<file path="config.mk">
export PLATFORM = sky130hd
export DESIGN_NAME = zbt_cmd_fsm
export DESIGN_NICKNAME = d
export VERILOG_FILES = /design/src/source/zbt_pkg.sv /design/src/source/zbt_cmd_fsm.sv
export SDC_FILE = /design/constraint.sdc
export NUM_CORES = 1
export LEC_CHECK = 0
export ABC_AREA = 0
export CORE_AREA = 2 2 39 41
export DETAILED_ROUTE_END_ITERATION = 16
export DIE_AREA = 0 0 41 43
export DONT_BUFFER_PORTS = 1
export SLEW_MARGIN = 20
export SYNTH_ARGS = -nofsm -noshare
export SYNTH_HDL_FRONTEND = slang
export SYNTH_SLANG_ARGS = --single-unit
</file>
<file path="constraint.sdc">
create_clock -name clk -period 1.28 [get_ports clk]
set_clock_uncertainty 0.15 [all_clocks]
set_input_delay 0.128 -clock clk [delete_from_list [all_inputs] [get_ports clk]]
set_output_delay 0.128 -clock clk [all_outputs]
set_load 0.1 [all_outputs]
</file>
<file path="src/source/zbt_pkg.sv">
// shared types for the pipelined no-turnaround burst sram
package zbt_pkg;

  // one byte lane, nine bits incl. parity bit
  parameter int BYTE_W = 9;

  // lanes per data word
  parameter int NUM_BYTES = 2;

  // data word as seen by the core
  // whole = flat 18-bit word, lanes = two byte lanes for byte writes
  typedef union packed {
    logic [NUM_BYTES*BYTE_W-1:0]           whole;  // flat word
    logic [NUM_BYTES-1:0][BYTE_W-1:0]      lanes;  // lanes[1] is the upper byte
  } word_u;

  // operation of a burst and of one pipeline stage
  typedef enum logic [1:0] {
    OP_IDLE  = 2'd0,  // deselected, nothing happens
    OP_READ  = 2'd1,  // read access
    OP_WRITE = 2'd2   // late write, data two enabled cycles later
  } op_e;

  // one access as it travels down the pipe
  typedef struct packed {
    op_e                  op;    // what this stage does
    logic [NUM_BYTES-1:0] be_n;  // byte selects, active low, writes only
  } access_t;

endpackage

</file>
<file path="src/source/zbt_cmd_fsm.sv">
// command decode and burst state
// state is the op of the current burst, set on loads and kept on advances
// output registers form stage 1 of the pipe
module zbt_cmd_fsm (
  input  logic                             clk,
  input  logic                             rst_n_i,
  input  logic                             cen_n_i,   // clock enable, low active
  input  logic                             ce1_n_i,
  input  logic                             ce2_i,
  input  logic                             ce3_n_i,
  input  logic                             adv_ld_i,  // 1 advance, 0 load
  input  logic                             we_n_i,
  input  logic [zbt_pkg::NUM_BYTES-1:0]    bw_n_i,
  output logic                             load_o,    // stage 1 is a load
  output logic                             adv_o,     // stage 1 is an advance
  output zbt_pkg::access_t                 acc_o      // stage 1 access
);

  logic             sel_w;       // all three chip enables active
  logic             load_w;      // load command on the pins
  zbt_pkg::op_e     burst_op_q;  // fsm state, op of the running burst
  zbt_pkg::op_e     burst_op_d;
  zbt_pkg::access_t acc_q;
  logic             load_q;
  logic             adv_q;

  assign sel_w  = ~ce1_n_i & ce2_i & ~ce3_n_i;
  assign load_w = ~adv_ld_i;

  // next state
  // a load picks the op from chip select and we_n, an advance repeats it
  always_comb
  begin
    burst_op_d = burst_op_q;  // advance keeps the burst going
    if (load_w)
    begin
      case ({sel_w, we_n_i})
        2'b10:   burst_op_d = zbt_pkg::OP_WRITE;  // selected, we low
        2'b11:   burst_op_d = zbt_pkg::OP_READ;   // selected, we high
        default: burst_op_d = zbt_pkg::OP_IDLE;   // deselect
      endcase
    end
  end

  // state register, holds while cen_n_i is high
  always_ff @(posedge clk or negedge rst_n_i)
  begin
    if (!rst_n_i)
    begin
      burst_op_q <= zbt_pkg::OP_IDLE;
    end
    else if (!cen_n_i)
    begin
      burst_op_q <= burst_op_d;  // we and ce pins ignored on advances
    end
  end

  // stage 1 registers
  // bw_n sampled with every command, the array ignores it on reads
  always_ff @(posedge clk or negedge rst_n_i)
  begin
    if (!rst_n_i)
    begin
      acc_q.op   <= zbt_pkg::OP_IDLE;
      acc_q.be_n <= '1;  // no lanes
      load_q     <= 1'b0;
      adv_q      <= 1'b0;
    end
    else if (!cen_n_i)
    begin
      acc_q.op   <= burst_op_d;  // decoded op of this command
      acc_q.be_n <= bw_n_i;
      load_q     <= load_w;
      adv_q      <= adv_ld_i;    // idle bursts still step the counter
    end
  end

  assign acc_o  = acc_q;
  assign load_o = load_q;
  assign adv_o  = adv_q;

endmodule

</file>
# Word level (Yosys, flattened, before mapping)
# Index checks and enable logic that the tools add are counted.
# word_totals
regBits	6
inputBits	10
out_inout_bits	6
wordCells	15
# classes
n_eq_ne	2
mux	2
bitwise	6
reduce_logical	1
# op_table
op	n
$eq A2 B2 Y1 const B	2
$not A1 Y1	4
$pmux W2 S2	1
$and A1 B1 Y1	2
$mux W2	1
$reduce_and A2 Y1	1

# Longest topological paths before layout
# depth
depth_word	6
ltp_mapped	3
ltp_nobuf	2

# Least setup slack after synthesis
# Ideal clock, no wire load.
# synth_path
path_kind	flip-flop to flip-flop
start	reg acc_o[2] (netlist name)
end	reg acc_q, in the netlist acc_o[2]
setup_time_ns	0.110
t_arrival_ns	1.174
t_required_ns	1.020
slack_ns	-0.155
stages_incl_launch_ff	3
path_buffers	0
period_less_slack_ns	1.435
cell_sequence	dfrtp_1 -> o21ai_0 -> o41ai_1
# synth_lines
item	line_no	text
to (decl)	zbt_cmd_fsm.sv:23	zbt_pkg::access_t acc_q;

# Final worst setup path
# layout_path
start	reg acc_q, in the netlist acc_o[1]
end	out acc_o[1] (netlist bit)
# layout_lines
item	line_no	text
to (decl)	zbt_cmd_fsm.sv:16	output zbt_pkg::access_t acc_o
# No word-level cell between the ends.

==> reports/metrics.csv <==
metric;value;unit
CTS tree;done;
fraction of layout cells with a size suffix above 1;56.3;%
initial antenna violation count;0;
core area;0.00138;mm2
cts hold-fix bufs;6;
max-slew violations;0;
Num CTS Buffers;3;
WHS Endpoint;acc_o[3];
Hold Crit Class;input pin to flip-flop;
maximum vdd drop;0.000412;V
sw frac;35.3;%
Fin Hold WS;-40.7;ps
Mapped Cells;18;
postcts setup bufs;0;
Buf+Inv Stages, Crit Path;1;
vias post-DR;214;
crit path DAT;1030;ps
n_diodes;0;
global route overflow;0;
flop and latch count out of synthesis;6;
Tcrit/Tclk final;103;%
global-route wire length before repair;910;um
failing checks;negative hold slack, negative setup slack;
Die Y;43;um
critical path type;flip-flop to primary output;
final hold violation count;2;
Combinational Power Share;34.2;%
Util after Layout;31.5;%
port bufs;0;
Total Power;602;uW
status;finished with violations;
worst-margin pin slew;340;ps
Iter 0 DRT Violations;5;
CP startpoint kind;flip-flop;
Layout area overhead;81.3;%
reg2reg path depth;1;
IO Pins;16;
Critical R2R Capture;acc_o[1];
Final Non-Filler Cells;48;
worst r2r src;acc_o[1];
Remaining DRCs;0;
largest net degree at the start of global routing;10;
Place WS;219;ps
register area;165;um2
Final nets;44;
Max-cap violations;0;
vias in the first global route;227;
hold_sp;ce3_n_i;
DP HPWL;451;um
crit-path max FO;2;
GP Congestion;0.501;
Clk pwr share;27.7;%
Slowest-stage cell, CP;dfstp_4;
R2R setup slack;310;ps
CP endpoint kind;primary output;
worst hold path stage count;2;
Cell Area, Synth;240;um2
worst skew pair latency;240;ps
worst path cell trace;buf_12;
multi-input logic area;78.8;um2
starting density of the core;17.4;%
switching power;213;uW
Total GRT Usage;8.82;%
post-DR wirelength/cell;12.5;um
unrepaired setup endpoints after global routing;yes;
Bufs on Longest Clock Path;2;
Synth Warn #;0;
Synth Net Count;28;
Worst Slack Setup Final;-32.3;ps
post-route ant nets;0;
crit path time final;1310;ps
Max Fclk;0.762;GHz
fillers;148;
clock root buffer;clkbuf_4;
Detailed Route WL;598;um
Int Pwr;390;uW
crit-path leading delay family;flip-flops;
Static Leak;0.188;nW
slew margin rel.;77.3;%
CP required;1000;ps
Die X-Extent;41;um
Std-Cell Rows;14;
drt pass-1 iters;4;
Power Density;1380;mW/mm2
CTS H-Tree Depth;1;
WP depth;1;
Reg clk slew, reported paths;40;ps
syn avg cell area;13.3;um2
endpoints failing setup;2;
Cells after DPL;39;
slowest stage delay, CP;620;ps
Seq pwr share;38.1;%
Unique masters post-synth;9;
Sink Count;6;
register area share after synthesis;63.5;%
Die Footprint;0.00176;mm2
Vias/cell;4.46;
==> per-layer routing <==
metal / global-route usage (%) / vias to the layer above / routed length [um]
met2: 11.6 / 18 / 264
met4: 8.00 / 0 / 19
met5: 0 / - / 0
met3: 6.81 / 4 / 91
li1: - / 93 / -
met1: 8.31 / 99 / 223
==> synthesized netlist by cell type, drive strengths merged <==
library cell,n,area [um2]
or3b,1,8.76
o21ai,3,15.0
buf,1,5.00
mux2,3,33.8
o41ai,2,17.5
dfrtp,4,100
dfstp,2,52.6
inv,1,3.75
nand2,1,3.75
==> through the flow <==
stage                     hold WS, ps  area (um2)  TNS, ps
final                           -40.7         435    -55.8
after global routing            -15.7         435    -90.2
after CTS                       -42.6         433    -71.2
after detailed placement         -317         350        0
after global placement           -317         350        0
after floorplan                  -318         253        0
==> cells in the final DEF (no fill, tap or decap), drive strengths merged <==
cell type / instances
buf: 6
inv: 1
mux2: 3
clkbuf: 3
dfstp: 2
or3b: 1
o21ai: 3
nand2: 1
dlymetal6s4s: 1
dfrtp: 4
dlygate4sd3: 5
o41ai: 2
==> state kept, by name, summed over array words and instances (netlist names) <==
name,cells
acc_o,4
adv_o,1
load_o,1
==> power by group through the flow <==
stage	logic, mW	registers [mW]	clock network, mW
after detailed placement	0.183	0.232	0
after CTS	0.206	0.230	0.173
after floorplan	0.0202	0.341	0
after global placement	0.181	0.230	0
final	0.206	0.230	0.167
after global routing	0.214	0.231	0.180
==> kinds of logic (layout without fill, tap and decap cells) <==
group	after synthesis	after routing	share of synthesized area, %
compound gates	5	5	13.5
buf+inv	2	16	3.64
flops	6	6	63.5
mux	3	3	14.1
simple gates	2	2	5.21
==> final cells by class <==
class	count	area share, %
clock buffer	3	5.17
inverter	1	0.862
multi-input combinational	10	18.1
sequential	6	37.9
tap	16	4.60
timing repair buffer	12	33.3
==> worst max-delay path by stage <==
stage	startpoint	endpoint	slack, ps
3_5_place_dp	acc_o[1]	acc_o[1]	220
6_report	acc_o[1]	acc_o[1]	-30
3_3_place_gp	acc_o[1]	acc_o[1]	230
4_1_cts	acc_o[1]	acc_o[1]	-40
2_1_floorplan	adv_o	adv_o	90
5_1_grt	acc_o[1]	acc_o[1]	-60
==> repair_timing <==
| action | CTS | global route |
|---|---|---|
| gates resized for setup | 0 | 1 |
| setup endpoints to repair | 2 | 3 |
| cloned | 0 | 0 |
| endpoints found under the hold margin | 12 | 2 |
Note: power is estimated with default switching activity, not from simulation.
