## src/source/zbt_burst_counter.sv

```systemverilog
// burst address counter
// only the low two bits move, upper bits fixed for the whole burst
module zbt_burst_counter #(
  parameter int ADDR_W = 8
) (
  input  logic              clk,
  input  logic              rst_n_i,
  input  logic              cen_n_i,
  input  logic              mode_i,   // 1 interleaved, 0 linear
  input  logic [ADDR_W-1:0] a_i,
  input  logic              load_i,   // stage 1 load, from the fsm
  input  logic              adv_i,    // stage 1 advance, from the fsm
  output logic [ADDR_W-1:0] addr_o    // address of the stage 1 access
);

  logic [ADDR_W-1:0] a_q;     // address pins, lined up with stage 1
  logic              mode_q;  // burst order pin, sampled with the command
  logic [ADDR_W-1:0] addr_q;  // last access address
  logic              init_q;  // bit 0 of the start address
  logic [1:0]        step_w;  // next low bits

  // command edge capture
  always_ff @(posedge clk)
  begin
    if (!cen_n_i)
    begin
      a_q    <= a_i;
      mode_q <= mode_i;
    end
  end

  // linear 0-1-2-3 order is +1 with wrap
  // interleaved order 0->3 1->0 2->1 3->2 is -1 with wrap
  // odd start in interleaved mode only, even start always counts up
  always_comb
  begin
    if (!mode_q || !init_q)
      step_w = addr_q[1:0] + 2'd1;
    else
      step_w = addr_q[1:0] - 2'd1;
  end

  assign addr_o = load_i ? a_q :
                  adv_i  ? {addr_q[ADDR_W-1:2], step_w} :
                           addr_q;  // nothing issued yet after reset

  always_ff @(posedge clk or negedge rst_n_i)
  begin
    if (!rst_n_i)
    begin
      addr_q <= '0;
      init_q <= 1'b0;
    end
    else if (!cen_n_i)
    begin
      addr_q <= addr_o;  // next advance steps from here
      if (load_i)
        init_q <= a_q[0];  // burst type follows start bit 0
    end
  end

endmodule

```

## config.mk

```make
export PLATFORM = sky130hd
export DESIGN_NAME = zbt_burst_counter
export DESIGN_NICKNAME = d
export VERILOG_FILES = /design/src/source/zbt_burst_counter.sv
export SDC_FILE = /design/constraint.sdc
export NUM_CORES = 1
export LEC_CHECK = 0
export BUFFER_PORTS_ARGS = -buffer_cell sky130_fd_sc_hd__buf_2
export CORE_MARGIN = 2
export CORE_UTILIZATION = 53
export DETAILED_ROUTE_END_ITERATION = 16
export GPL_ROUTABILITY_DRIVEN = 0
export PLACE_DENSITY = 0.8
export SKIP_LAST_GASP = 1
export SLEW_MARGIN = 15
export SYNTH_ARGS = -nofsm -noshare
export SYNTH_HDL_FRONTEND = slang
export SYNTH_SLANG_ARGS = --single-unit
export TNS_END_PERCENT = 1
```

## constraint.sdc

```tcl
create_clock -name clk -period 1.7 [get_ports clk]
set_input_delay 0.17 -clock clk [delete_from_list [all_inputs] [get_ports clk]]
set_output_delay 0.17 -clock clk [all_outputs]
set_load 0.05 [all_outputs]
```

Yosys cells after proc, flatten, opt, wreduce, memory -nomap -nowiden:

Index checks and enable logic that the tools add are counted.

* register bits after elaboration: 18
* input bits: 14
* output and inout bits: 8
* word-level logic and storage cells: 14

* add/sub/neg operators: 2
* mux-type cells: 3
* bitwise logic cells: 1
* reduce and logical (&&, ||, !) cells: 4

Operator list (count)
* $mux 8: 1
* $mux 2: 2
* $add 2x1->2 const B: 1
* $logic_not 1->1: 2
* $reduce_and 2->1: 1
* $sub 2x1->2 const B: 1
* $logic_or 1x1->1: 1
* $not 1->1: 1

Depth between registers and ports, before layout:

Gate-level depths: netlist of run 1.

* word-level depth: 5
* mapped depth: 4
* depth with buffers taken out: 3

Worst setup path after synthesis of run 1:

Ideal clock, no wire load.

* path type: register -> output
* from: register mode_q
* to: output addr_o[1]
* data arrival time: 1189 ps
* data required time: 1530 ps
* path slack: 341 ps
* cell stages (with the launch flop): 4
* path buffers: 0
* cell sequence: edfxtp_1 -> and2_1 -> o2111ai_1 -> nand3_1

* word-level cells in the longest chain between the ends: 5

Ends and longest elaborated chain
* start: declaration: RTL line 17 `logic mode_q;`
* start signal: assignment: RTL line 28 `mode_q <= mode_i;`
* $logic_not 1->1: RTL line 37 `if (!mode_q || !init_q)`
* $logic_or 1x1->1: RTL line 37
* $mux 2: RTL line 37
* $mux 2: RTL line 44 `adv_i ? {addr_q[ADDR_W-1:2], step_w} :`
* $mux 8: RTL line 43 `assign addr_o = load_i ? a_q :`
* end: declaration: RTL line 13 `output logic [ADDR_W-1:0] addr_o`

Every way passes these cells.

Worst setup path after layout of run 1:

Ends and elaborated chain as after synthesis.

==> results of run 1 <==
## state kept, by name (all words and copies together) (netlist names)
name	flops
a_q	8
init_q	1
mode_q	1
addr_q	8
## cells in the mapped netlist, drive strengths merged
cell,count
o2111ai,1
a22oi,1
mux2,14
nor2b,1
dfrtp,9
edfxtp,9
xnor2,1
nand3,2
buf,2
nand2,3
nor2,1
and2,1
nor3,1
and3b,1
o21ai,1
a21boi,1
nand4b,1
inv,2
o211ai,2
## worst min path at each step
stage / from / endpoint / slack [ns]
after floorplan: rst_n_i / addr_q[0] / -0.13
after global placement: rst_n_i / addr_q[6] / 0.03
after detailed placement: rst_n_i / addr_q[7] / 0.04
after CTS: a_i[0] / a_q[0] / 0.04
after global routing: a_i[2] / a_q[2] / 0.03
final: a_i[0] / a_q[0] / 0.05
## power groups by stage
stage / clock, uW / sequential [uW] / combinational, uW
5_1_grt: 237 / 570 / 327
3_5_place_dp: 0 / 570 / 298
3_3_place_gp: 0 / 566 / 293
2_1_floorplan: 0 / 555 / 242
4_1_cts: 219 / 561 / 301
6_report: 207 / 562 / 304
## stage by stage
stage,total power (uW),setup slack (ns),hold slack (ns)
floorplan,796,0.341,-0.126
global route,1130,0.00443,0.0289
detailed placement,868,0.343,0.0352
finish,1070,0.115,0.0483
global placement,859,0.386,0.0321
CTS,1080,0.00594,0.0376
## cells by family (layout without fill, tap and decap cells)
group,count (synthesis),after routing,synth area share
XOR/XNOR,1,1,0.0106
AND/OR/NAND/NOR,11,11,0.0814
multiplexers,14,14,0.222
buffers and inverters,4,28,0.0317
flip-flops,18,18,0.597
AO/OA/AOI/OAI,6,6,0.0573
## metal layers
metal  vias up  part of all wire
met5         -                 0
met4         0                 0
met3         0             0.051
met2        14              0.55
met1       247              0.40
li1        248                 -
## area by class of cell
cell class	instances	share of cell area
clock buffers	3	0.0230
clock inverters	1	0.00383
inverters	2	0.00765
multi-input cells	32	0.320
flip-flops and latches	18	0.505
well taps	16	0.0204
repair buffers	22	0.120
## critical path, delay by kind of cell, from the launching register on
kind | cells | cell delay [ns]
buffers and inverters | 1 | 0.20
and+or+nand+nor | 2 | 0.30
AOI/OAI and AO/OA | 1 | 0.20
DFF | 1 | 0.43
## repair_timing
action / CTS / global route
endpoints found under the setup margin: 0 / 1
hold buffers: 1 / 0
endpoints found under the hold margin: 9 / 0
gates resized for setup: 0 / 4
==> reports/qor.yml, run 1 <==
final_layout:
  num_antenna_cells: 0
  drive_gt1_frac: 0.526
  fin_util: 0.659
  fill_cells: 117
  multi_input_area_sq_um: 314
  most-common-layout-cells: "20 x buf_2, 9 x edfxtp_1, 9 x dfrtp_1"
  fin_area_sq_um: 981
  regArea_sq_um: 495
  areaGrowthSynthToFinish_pct: 18.3
  final_common_cell: "buf_2"
  fin_cells: 94
  final_nets: 93
die:
  io_pins: 22
  die_h_um: 43.6
  rows: 14
  die_w_um: 43.6
  initial_core_util: 0.557
  core_sq_um: 1490
  dieArea_sq_um: 1900
route:
  final_antenna_net_count: 0
  drc_errors: 0
  routedWlPerCell_um: 14.5
  drt_iter0_drc: 3
  dr.pass1.iters: 4
  routed_via_density: 5.41
  finalWirelength_um: 1360
  num_vias: 509
clock_network:
  cts_buffer_depth: 2
  numCtsBuffers: 3
  cts_tree: "yes"
  root_buffer: "clkbuf_4"
  cts-htree-levels: 1
  clkTransAtPathRegs_ns: 0.10
  clkLatencyLatePin_ns: 0.29
  clkSinkCount: 18
  cts_setup_buffers: 0
worst_setup_path:
  r2r_cells: 3
  cp-endpoint: "addr_o[1]"
  cp_slowest_cell: "edfxtp_1"
  arrival_ns: 1.42
  critPathLaunch: "mode_q"
  critPathKind: "reg2out"
  rrSetupSlack_ns: 0.60
  worstPathMaxFanout: 4
  r2r_start: "addr_q[0]"
  max_stage_delay_ns: 0.43
  crit_chain: "and2_1 > o2111ai_2 > nand3_1 > buf_4"
  worstReg2RegEnd: "addr_q[0]"
  cp-end-kind: "output pin"
  cp.required_ns: 1.53
  startpoint_type: "flop"
pwr:
  p_per_area_nw_per_um2: 1090
  switchingPower_uw: 346
  internal_power_uw: 728
  p_seq_frac: 0.523
  vdd_drop_max_uv: 573
  p_clk_frac: 0.193
  combPwrFrac: 0.283
  p_leak_uw: 0.000436
  swShare: 0.322
yosys:
  yosysTopAreaCell: "edfxtp_1"
  synth.yosys.warnings: 0
  avgSynthCellArea_sq_um: 15.4
  netlist_instances: 54
  mappedNetlistNets: 68
  ys_seq_area_frac: 0.597
  ys_ff_latch: 18
  synth_area_sq_um: 830
  synth_cell_types: 21
  yosysTopAreaCellShare: 0.326
  synthTopCellsByArea: "edfxtp_1 33%, dfrtp_1 27%, mux2_4 13%, mux2_2 9.5%, o211ai_1 1.8%"
sta:
  slew_headroom: 0.733
  skew_ns: 0.00361
  fmax_mhz: 631
  finalSetupViolCount: 0
  fin_setup_tns_ns: 0
  worst_slew_pin_slew_ns: 0.399
  layout_min_cycle_time_ns: 1.59
  hold_violations: 0
  rsz0062_at_grt: "no"
  finalCritPeriodShare: 0.932
  final_max_slew_viol_count: 0
global_routing:
  grt_use_met2: 0.300
  grt.busiest_layer: "met2"
  grt_max_degree: 14
  grt_usage: 0.172
  grt_pass1_vias: 524
  grt_overflow: 0
  grt_pass1_wl_um: 2300
  grtUsageMet3: 0.0750
  grtUsageMet1: 0.203
  antenna_found_initial: 0
worst_hold_path:
  hold_class: "in2reg"
  worstHoldPathCells: 1
place:
  dp_hpwl_um: 1050
  io_buffers: 21
  dp.cells: 89
  placed_area_sq_um: 936
outcome:
  status: "finished clean"
flow_run:
  max_cap_viol_count: 0
(Power assumes the default switching activity.)
==> run 2, diff against run 1 <==
Settings changed: GPL_TIMING_DRIVEN set to 0, HOLD_SLACK_MARGIN set to 0.06.
==> run 2 against run 1 <==
  * Critical path depth is the same
  * Register-to-register slack is essentially flat
  * Flip-flop and latch count is the same
  * Die area is the same
  * Combinational power grew 6.9%
  * Via count grew 9.8%
  * Core utilization grew 8.0 points
  * Fmax shrank 1.7%
  * Sequential power shrank 0.7%
  * Clock skew shrank 0.0011 ns
  * Critical path type unchanged
  * Highest routed layer is now met4
==> reports/qor.yml, run 2 (synthesis results as in run 1) <==
die:
  core_sq_um: 1490
  die_h_um: 43.6
  rows: 14
  io_pins: 22
  initial_core_util: 0.557
  die_w_um: 43.6
  dieArea_sq_um: 1900
global_routing:
  grt_pass1_vias: 544
  antenna_found_initial: 0
  grt_use_met2: 0.288
  grtUsageMet1: 0.194
  grt_usage: 0.161
  grtUsageMet3: 0.0250
  grt_max_degree: 11
  grt_pass1_wl_um: 2210
  grt_overflow: 0
  grt.busiest_layer: "met2"
route:
  drt_iter0_drc: 12
  drc_errors: 0
  routed_via_density: 5.32
  final_antenna_net_count: 0
  routedWlPerCell_um: 13.8
  finalWirelength_um: 1450
  num_vias: 559
  dr.pass1.iters: 4
pwr:
  p_seq_frac: 0.488
  p_per_area_nw_per_um2: 1040
  switchingPower_uw: 354
  swShare: 0.310
  vdd_drop_max_uv: 680
  internal_power_uw: 790
  p_leak_uw: 0.000490
  p_clk_frac: 0.228
  combPwrFrac: 0.284
sta:
  final_max_slew_viol_count: 0
  hold_violations: 0
  worst_slew_pin_slew_ns: 0.382
  finalSetupViolCount: 0
  fmax_mhz: 620
  rsz0062_at_grt: "no"
  slew_headroom: 0.745
  layout_min_cycle_time_ns: 1.61
  fin_hold_ws_ns: 0.198
  fin_setup_tns_ns: 0
  skew_ns: 0.00247
  finalCritPeriodShare: 0.948
worst_setup_path:
  critPathLaunch: "mode_q"
  worstReg2RegEnd: "addr_q[0]"
  max_stage_delay_ns: 0.44
  cp_slowest_cell: "edfxtp_1"
  cp-end-kind: "output pin"
  crit_chain: "and2_1 > o2111ai_2 > nand3_1 > clkbuf_4"
  rrSetupSlack_ns: 0.61
  arrival_ns: 1.44
  worstPathMaxFanout: 4
  r2r_start: "addr_q[0]"
  startpoint_type: "flop"
  cp-endpoint: "addr_o[1]"
  cp.required_ns: 1.53
  r2r_cells: 3
  critPathKind: "reg2out"
place:
  io_buffers: 21
final_layout:
  drive_gt1_frac: 0.494
  top_regs: "a_q (8), addr_q (8)"
  final_nets: 104
  final_common_cell: "buf_2"
  most-common-layout-cells: "20 x buf_2, 10 x dlygate4sd3_1, 9 x edfxtp_1, 9 x dfrtp_1"
  num_antenna_cells: 0
  areaGrowthSynthToFinish_pct: 32.6
  fill_cells: 96
worst_hold_path:
  hold_class: "in2reg"
clock_network:
  numCtsBuffers: 3
  cts_tree: "yes"
  root_buffer: "clkbuf_4"
  clkSinkCount: 18
  clkLatencyLatePin_ns: 0.29
  cts-htree-levels: 1
  clkTransAtPathRegs_ns: 0.10
  cts_buffer_depth: 2
flow_run:
  max_cap_viol_count: 0
outcome:
  status: "finished clean"
## run 2: changes by cell type in the layout (fill, tap and decap cells not counted), sizes merged
| cell | delta |
|---|---|
| clkbuf | +2 |
| dlygate4sd3 | +9 |
| clkinv | -1 |
| buf | +1 |
## run 2: timing repair
action	4_1_cts	5_1_grt
resized for setup	0	3
setup buffers	0	0
endpoints found under the setup margin	0	1
hold buffers	9	1
endpoints found under the hold margin	17	1
## run 2: area by class of cell
| type | count | area (sq um) | share of cell area |
|---|---|---|---|
| buffer | 2 | 18.8 | 0.0171 |
| clock buffer | 4 | 36.3 | 0.0330 |
| inverter | 2 | 7.51 | 0.00683 |
| multi-input combinational | 32 | 314 | 0.286 |
| sequential | 18 | 495 | 0.451 |
| tap | 16 | 20.0 | 0.0182 |
| timing repair buffer | 31 | 208 | 0.189 |
## run 2: layer usage
layer	vias up	part of all wire
met5	-	0
met4	0	0.0097
met3	2	0.036
met2	16	0.54
met1	267	0.42
li1	274	-
## run 2: through the flow
stage | cell area [sq um] | setup WS, ns | total power [uW] | cells | utilization
after global routing | 1100 | 0.00881 | 1190 | 105 | 0.739
after global placement | 955 | 0.402 | 858 | 91 | 0.641
final | 1100 | 0.0881 | 1140 | 105 | 0.739
after CTS | 1080 | 0.0471 | 1140 | 104 | 0.726
after floorplan | 830 | 0.341 | 796 | 54 | -
after detailed placement | 955 | 0.384 | 868 | 91 | 0.641
## run 2: worst max-delay path: cells and delay by family (launching register included)
| kind | cells | cell delay (ns) |
|---|---|---|
| buffers and inverters | 1 | 0.22 |
| AOI/OAI and AO/OA | 1 | 0.20 |
| DFF | 1 | 0.44 |
| and+or+nand+nor | 2 | 0.29 |
## run 2: power by group through the flow
| stage | clock network, uW | logic [uW] | registers, uW |
|---|---|---|---|
| after floorplan | 0 | 242 | 555 |
| after global placement | 0 | 297 | 561 |
| after detailed placement | 0 | 301 | 567 |
| after CTS | 265 | 319 | 557 |
| after global routing | 281 | 344 | 565 |
| final | 261 | 325 | 558 |
## run 2: worst min-delay path by stage
stage	startpoint	end	slack (ns)	depth (start not counted)
after floorplan	rst_n_i	addr_q[0]	-0.13	0
after global placement	rst_n_i	addr_q[6]	0.04	1
after detailed placement	rst_n_i	addr_q[6]	0.04	1
after CTS	a_i[3]	a_q[3]	0.06	1
after global routing	adv_i	addr_q[1]	0.22	3
final	adv_i	addr_q[1]	0.20	3
==> run 3, diff against run 2 <==
Settings changed: ABC_AREA set to 1, CORE_UTILIZATION 53 to 52.
==> run 3 against run 2 <==
  * Flip-flop and latch count stayed put
  * Sequential share of layout area is 4.3 points higher
  * Synthesized area is 9.2% lower
  * Fmax is 0.70% higher
  * Core utilization is 1.4 points higher
  * Final cell count is 17% higher
  * Global-route usage is 0.71 points higher
  * Non-clock buffer count stayed put
  * Clock skew is 0.0035 ns higher
  * Critical path type unchanged
  * Highest routed layer unchanged
==> reports/qor.yml, run 3 <==
final_layout:
  drive_gt1_frac: 0.269
  areaGrowthSynthToFinish_pct: 33.2
  num_antenna_cells: 0
  fin_cells: 123
  top_regs: "a_q (8), addr_q (8)"
  most-common-layout-cells: "22 x buf_2, 20 x nand2_1, 10 x dlygate4sd3_1"
  final_nets: 123
  final_common_cell: "buf_2"
sta:
  hold_violations: 0
  fin_setup_tns_ns: 0
  finalCritPeriodShare: 0.942
  finalSetupViolCount: 0
  rsz0062_at_grt: "no"
  final_max_slew_viol_count: 0
  fmax_mhz: 625
  layout_min_cycle_time_ns: 1.60
  slew_headroom: 0.837
  worst_slew_pin_slew_ns: 0.244
  skew_ns: 0.00600
place:
  io_buffers: 21
  dp.cells: 109
  dp_hpwl_um: 967
worst_setup_path:
  cp.required_ns: 1.53
  arrival_ns: 1.43
  cp-end-kind: "output pin"
  path_buf_inv: 2
  critPathKind: "reg2out"
  crit_family: "flip-flops"
  crit_chain: "inv_1 > nand2_1 > nand3_1 > nand2_1 > nand3_1 > and2_1 > buf_2"
  startpoint_type: "flop"
  cp_slowest_cell: "dfrtp_1"
  worstPathMaxFanout: 3
  max_stage_delay_ns: 0.42
route:
  dr.pass1.iters: 4
  final_antenna_net_count: 0
  finalWirelength_um: 1350
  drt_iter0_drc: 10
  routedWlPerCell_um: 11.0
  routed_via_density: 4.84
  num_vias: 595
  drc_errors: 0
die:
  core_sq_um: 1330
  initial_core_util: 0.565
  io_pins: 22
  die_h_um: 42.1
  rows: 13
  die_w_um: 42.1
  dieArea_sq_um: 1770
yosys:
  synth_edf_count: 9
  avgSynthCellArea_sq_um: 10.3
  async_flop_share: 0.500
  synth_ff_type: "edfxtp_1"
  synth_common_cells: "20 x nand2_1, 9 x dfrtp_1, 9 x edfxtp_1, 9 x inv_1, 7 x o21ai_0"
  synth_cell_types: 16
  synth.yosys.warnings: 0
  mappedNetlistNets: 87
  yosysTopAreaCellShare: 0.359
  synth_area_sq_um: 753
  synth.most_common_cell: "nand2_1"
  ys_seq_area_frac: 0.658
  ys_ff_latch: 18
  netlist_instances: 73
  yosysTopAreaCell: "edfxtp_1"
  synthTopCellsByArea: "edfxtp_1 36%, dfrtp_1 30%, nand2_1 10%, o21ai_0 4.7%, inv_1 4.5%"
clock_network:
  clkTransAtPathRegs_ns: 0.09
  root_buffer: "clkbuf_4"
  numCtsBuffers: 3
  cts_buffer_depth: 2
  clkLatencyLatePin_ns: 0.28
  cts-htree-levels: 1
  cts_setup_buffers: 0
  cts_tree: "yes"
  clkSinkCount: 18
global_routing:
  grt_pass1_vias: 537
  grt_overflow: 0
  grt_pass1_wl_um: 2280
  antenna_found_initial: 0
  grt_usage: 0.168
  grt_max_degree: 14
flow_run:
  max_cap_viol_count: 0
pwr:
  p_per_area_nw_per_um2: 973
  vdd_drop_max_uv: 562
  p_leak_uw: 0.000483
worst_hold_path:
  hold_class: "in2reg"
outcome:
  status: "finished clean"
run 3: changes by cell type in the layout (fill, tap and decap cells not counted), sizes merged, moves of 2 or more:
cell    change
clkbuf      -2
inv         +8
mux2       -13
nand2      +17
nand3       +2
o211ai      -2
o21ai      +13
run 3: cell families (layout without fill, tap and decap cells):
kind of cell           after synthesis  after routing  share of synthesized area
multiplexers                         1              1                     0.0149
AO/OA/AOI/OAI                       14             14                     0.0980
AND/OR/NAND/NOR                     27             27                      0.151
buffers and inverters               12             47                     0.0664
flip-flops                          18             18                      0.658
XOR/XNOR                             1              1                     0.0116
run 3: worst reg2reg max path: stages (launching register included):
cell	delay (ns)
dfrtp_1	0.40
inv_1	0.07
nand2_1	0.08
nand3_1	0.07
nand2_1	0.06
nand3_1	0.08
nand3_1	0.08
nand2_1	0.05
run 3: per-stage QoR:
step | total power, uW | util | area (sq um) | worst slack, ns | hold slack [ns]
4_1_cts | 982 | 0.745 | 993 | 0.0928 | 0.0632
3_3_place_gp | 757 | 0.658 | 877 | 0.461 | 0.0350
3_5_place_dp | 766 | 0.658 | 877 | 0.411 | 0.0381
6_report | 976 | 0.752 | 1000 | 0.0994 | 0.121
2_1_floorplan | 703 | - | 753 | 0.0454 | -0.126
5_1_grt | 1020 | 0.752 | 1000 | 0.0105 | 0.119
run 3: final timing paths:
check	from	endpoint	slack (ns)	cells past startpoint
worst max-delay path	addr_q[0]	addr_o[1]	0.1	7
worst min-delay path	cen_n_i	addr_q[1]	0.12	3
worst max register to register	addr_q[0]	addr_q[1]	0.72	7
worst min register to register	addr_q[7]	addr_q[7]	0.50	2
max in group asynchronous	rst_n_i	addr_q[3]	1.26	2
min in group asynchronous	rst_n_i	addr_q[7]	0.25	2
run 3: cell type report:
cell class	instances	area [sq um]
sequential	18	495
fill	93	330
multi-input combinational	43	208
timing repair buffer	31	205
inverter	10	37.5
clock buffer	3	22.5
tap	15	18.8
buffer	2	12.5
clock inverter	1	3.75
run 3: timing repair:
item                                   4_1_cts  5_1_grt
gates resized for setup                      0        0
hold buffers                                 9        1
endpoints found under the hold margin       17        1
run 3: power breakdown:
| part | switching [uW] | internal (uW) |
|---|---|---|
| logic | 160 | 80.5 |
| registers | 25.3 | 508 |
| clock network | 117 | 85.0 |
run 3: layer usage:
metal	vias up	global-route usage	wire, um
met5	-	0	0
met4	0	0.0563	4
met3	2	0.0302	64
met2	13	0.272	648
met1	270	0.231	630
li1	310	-	-
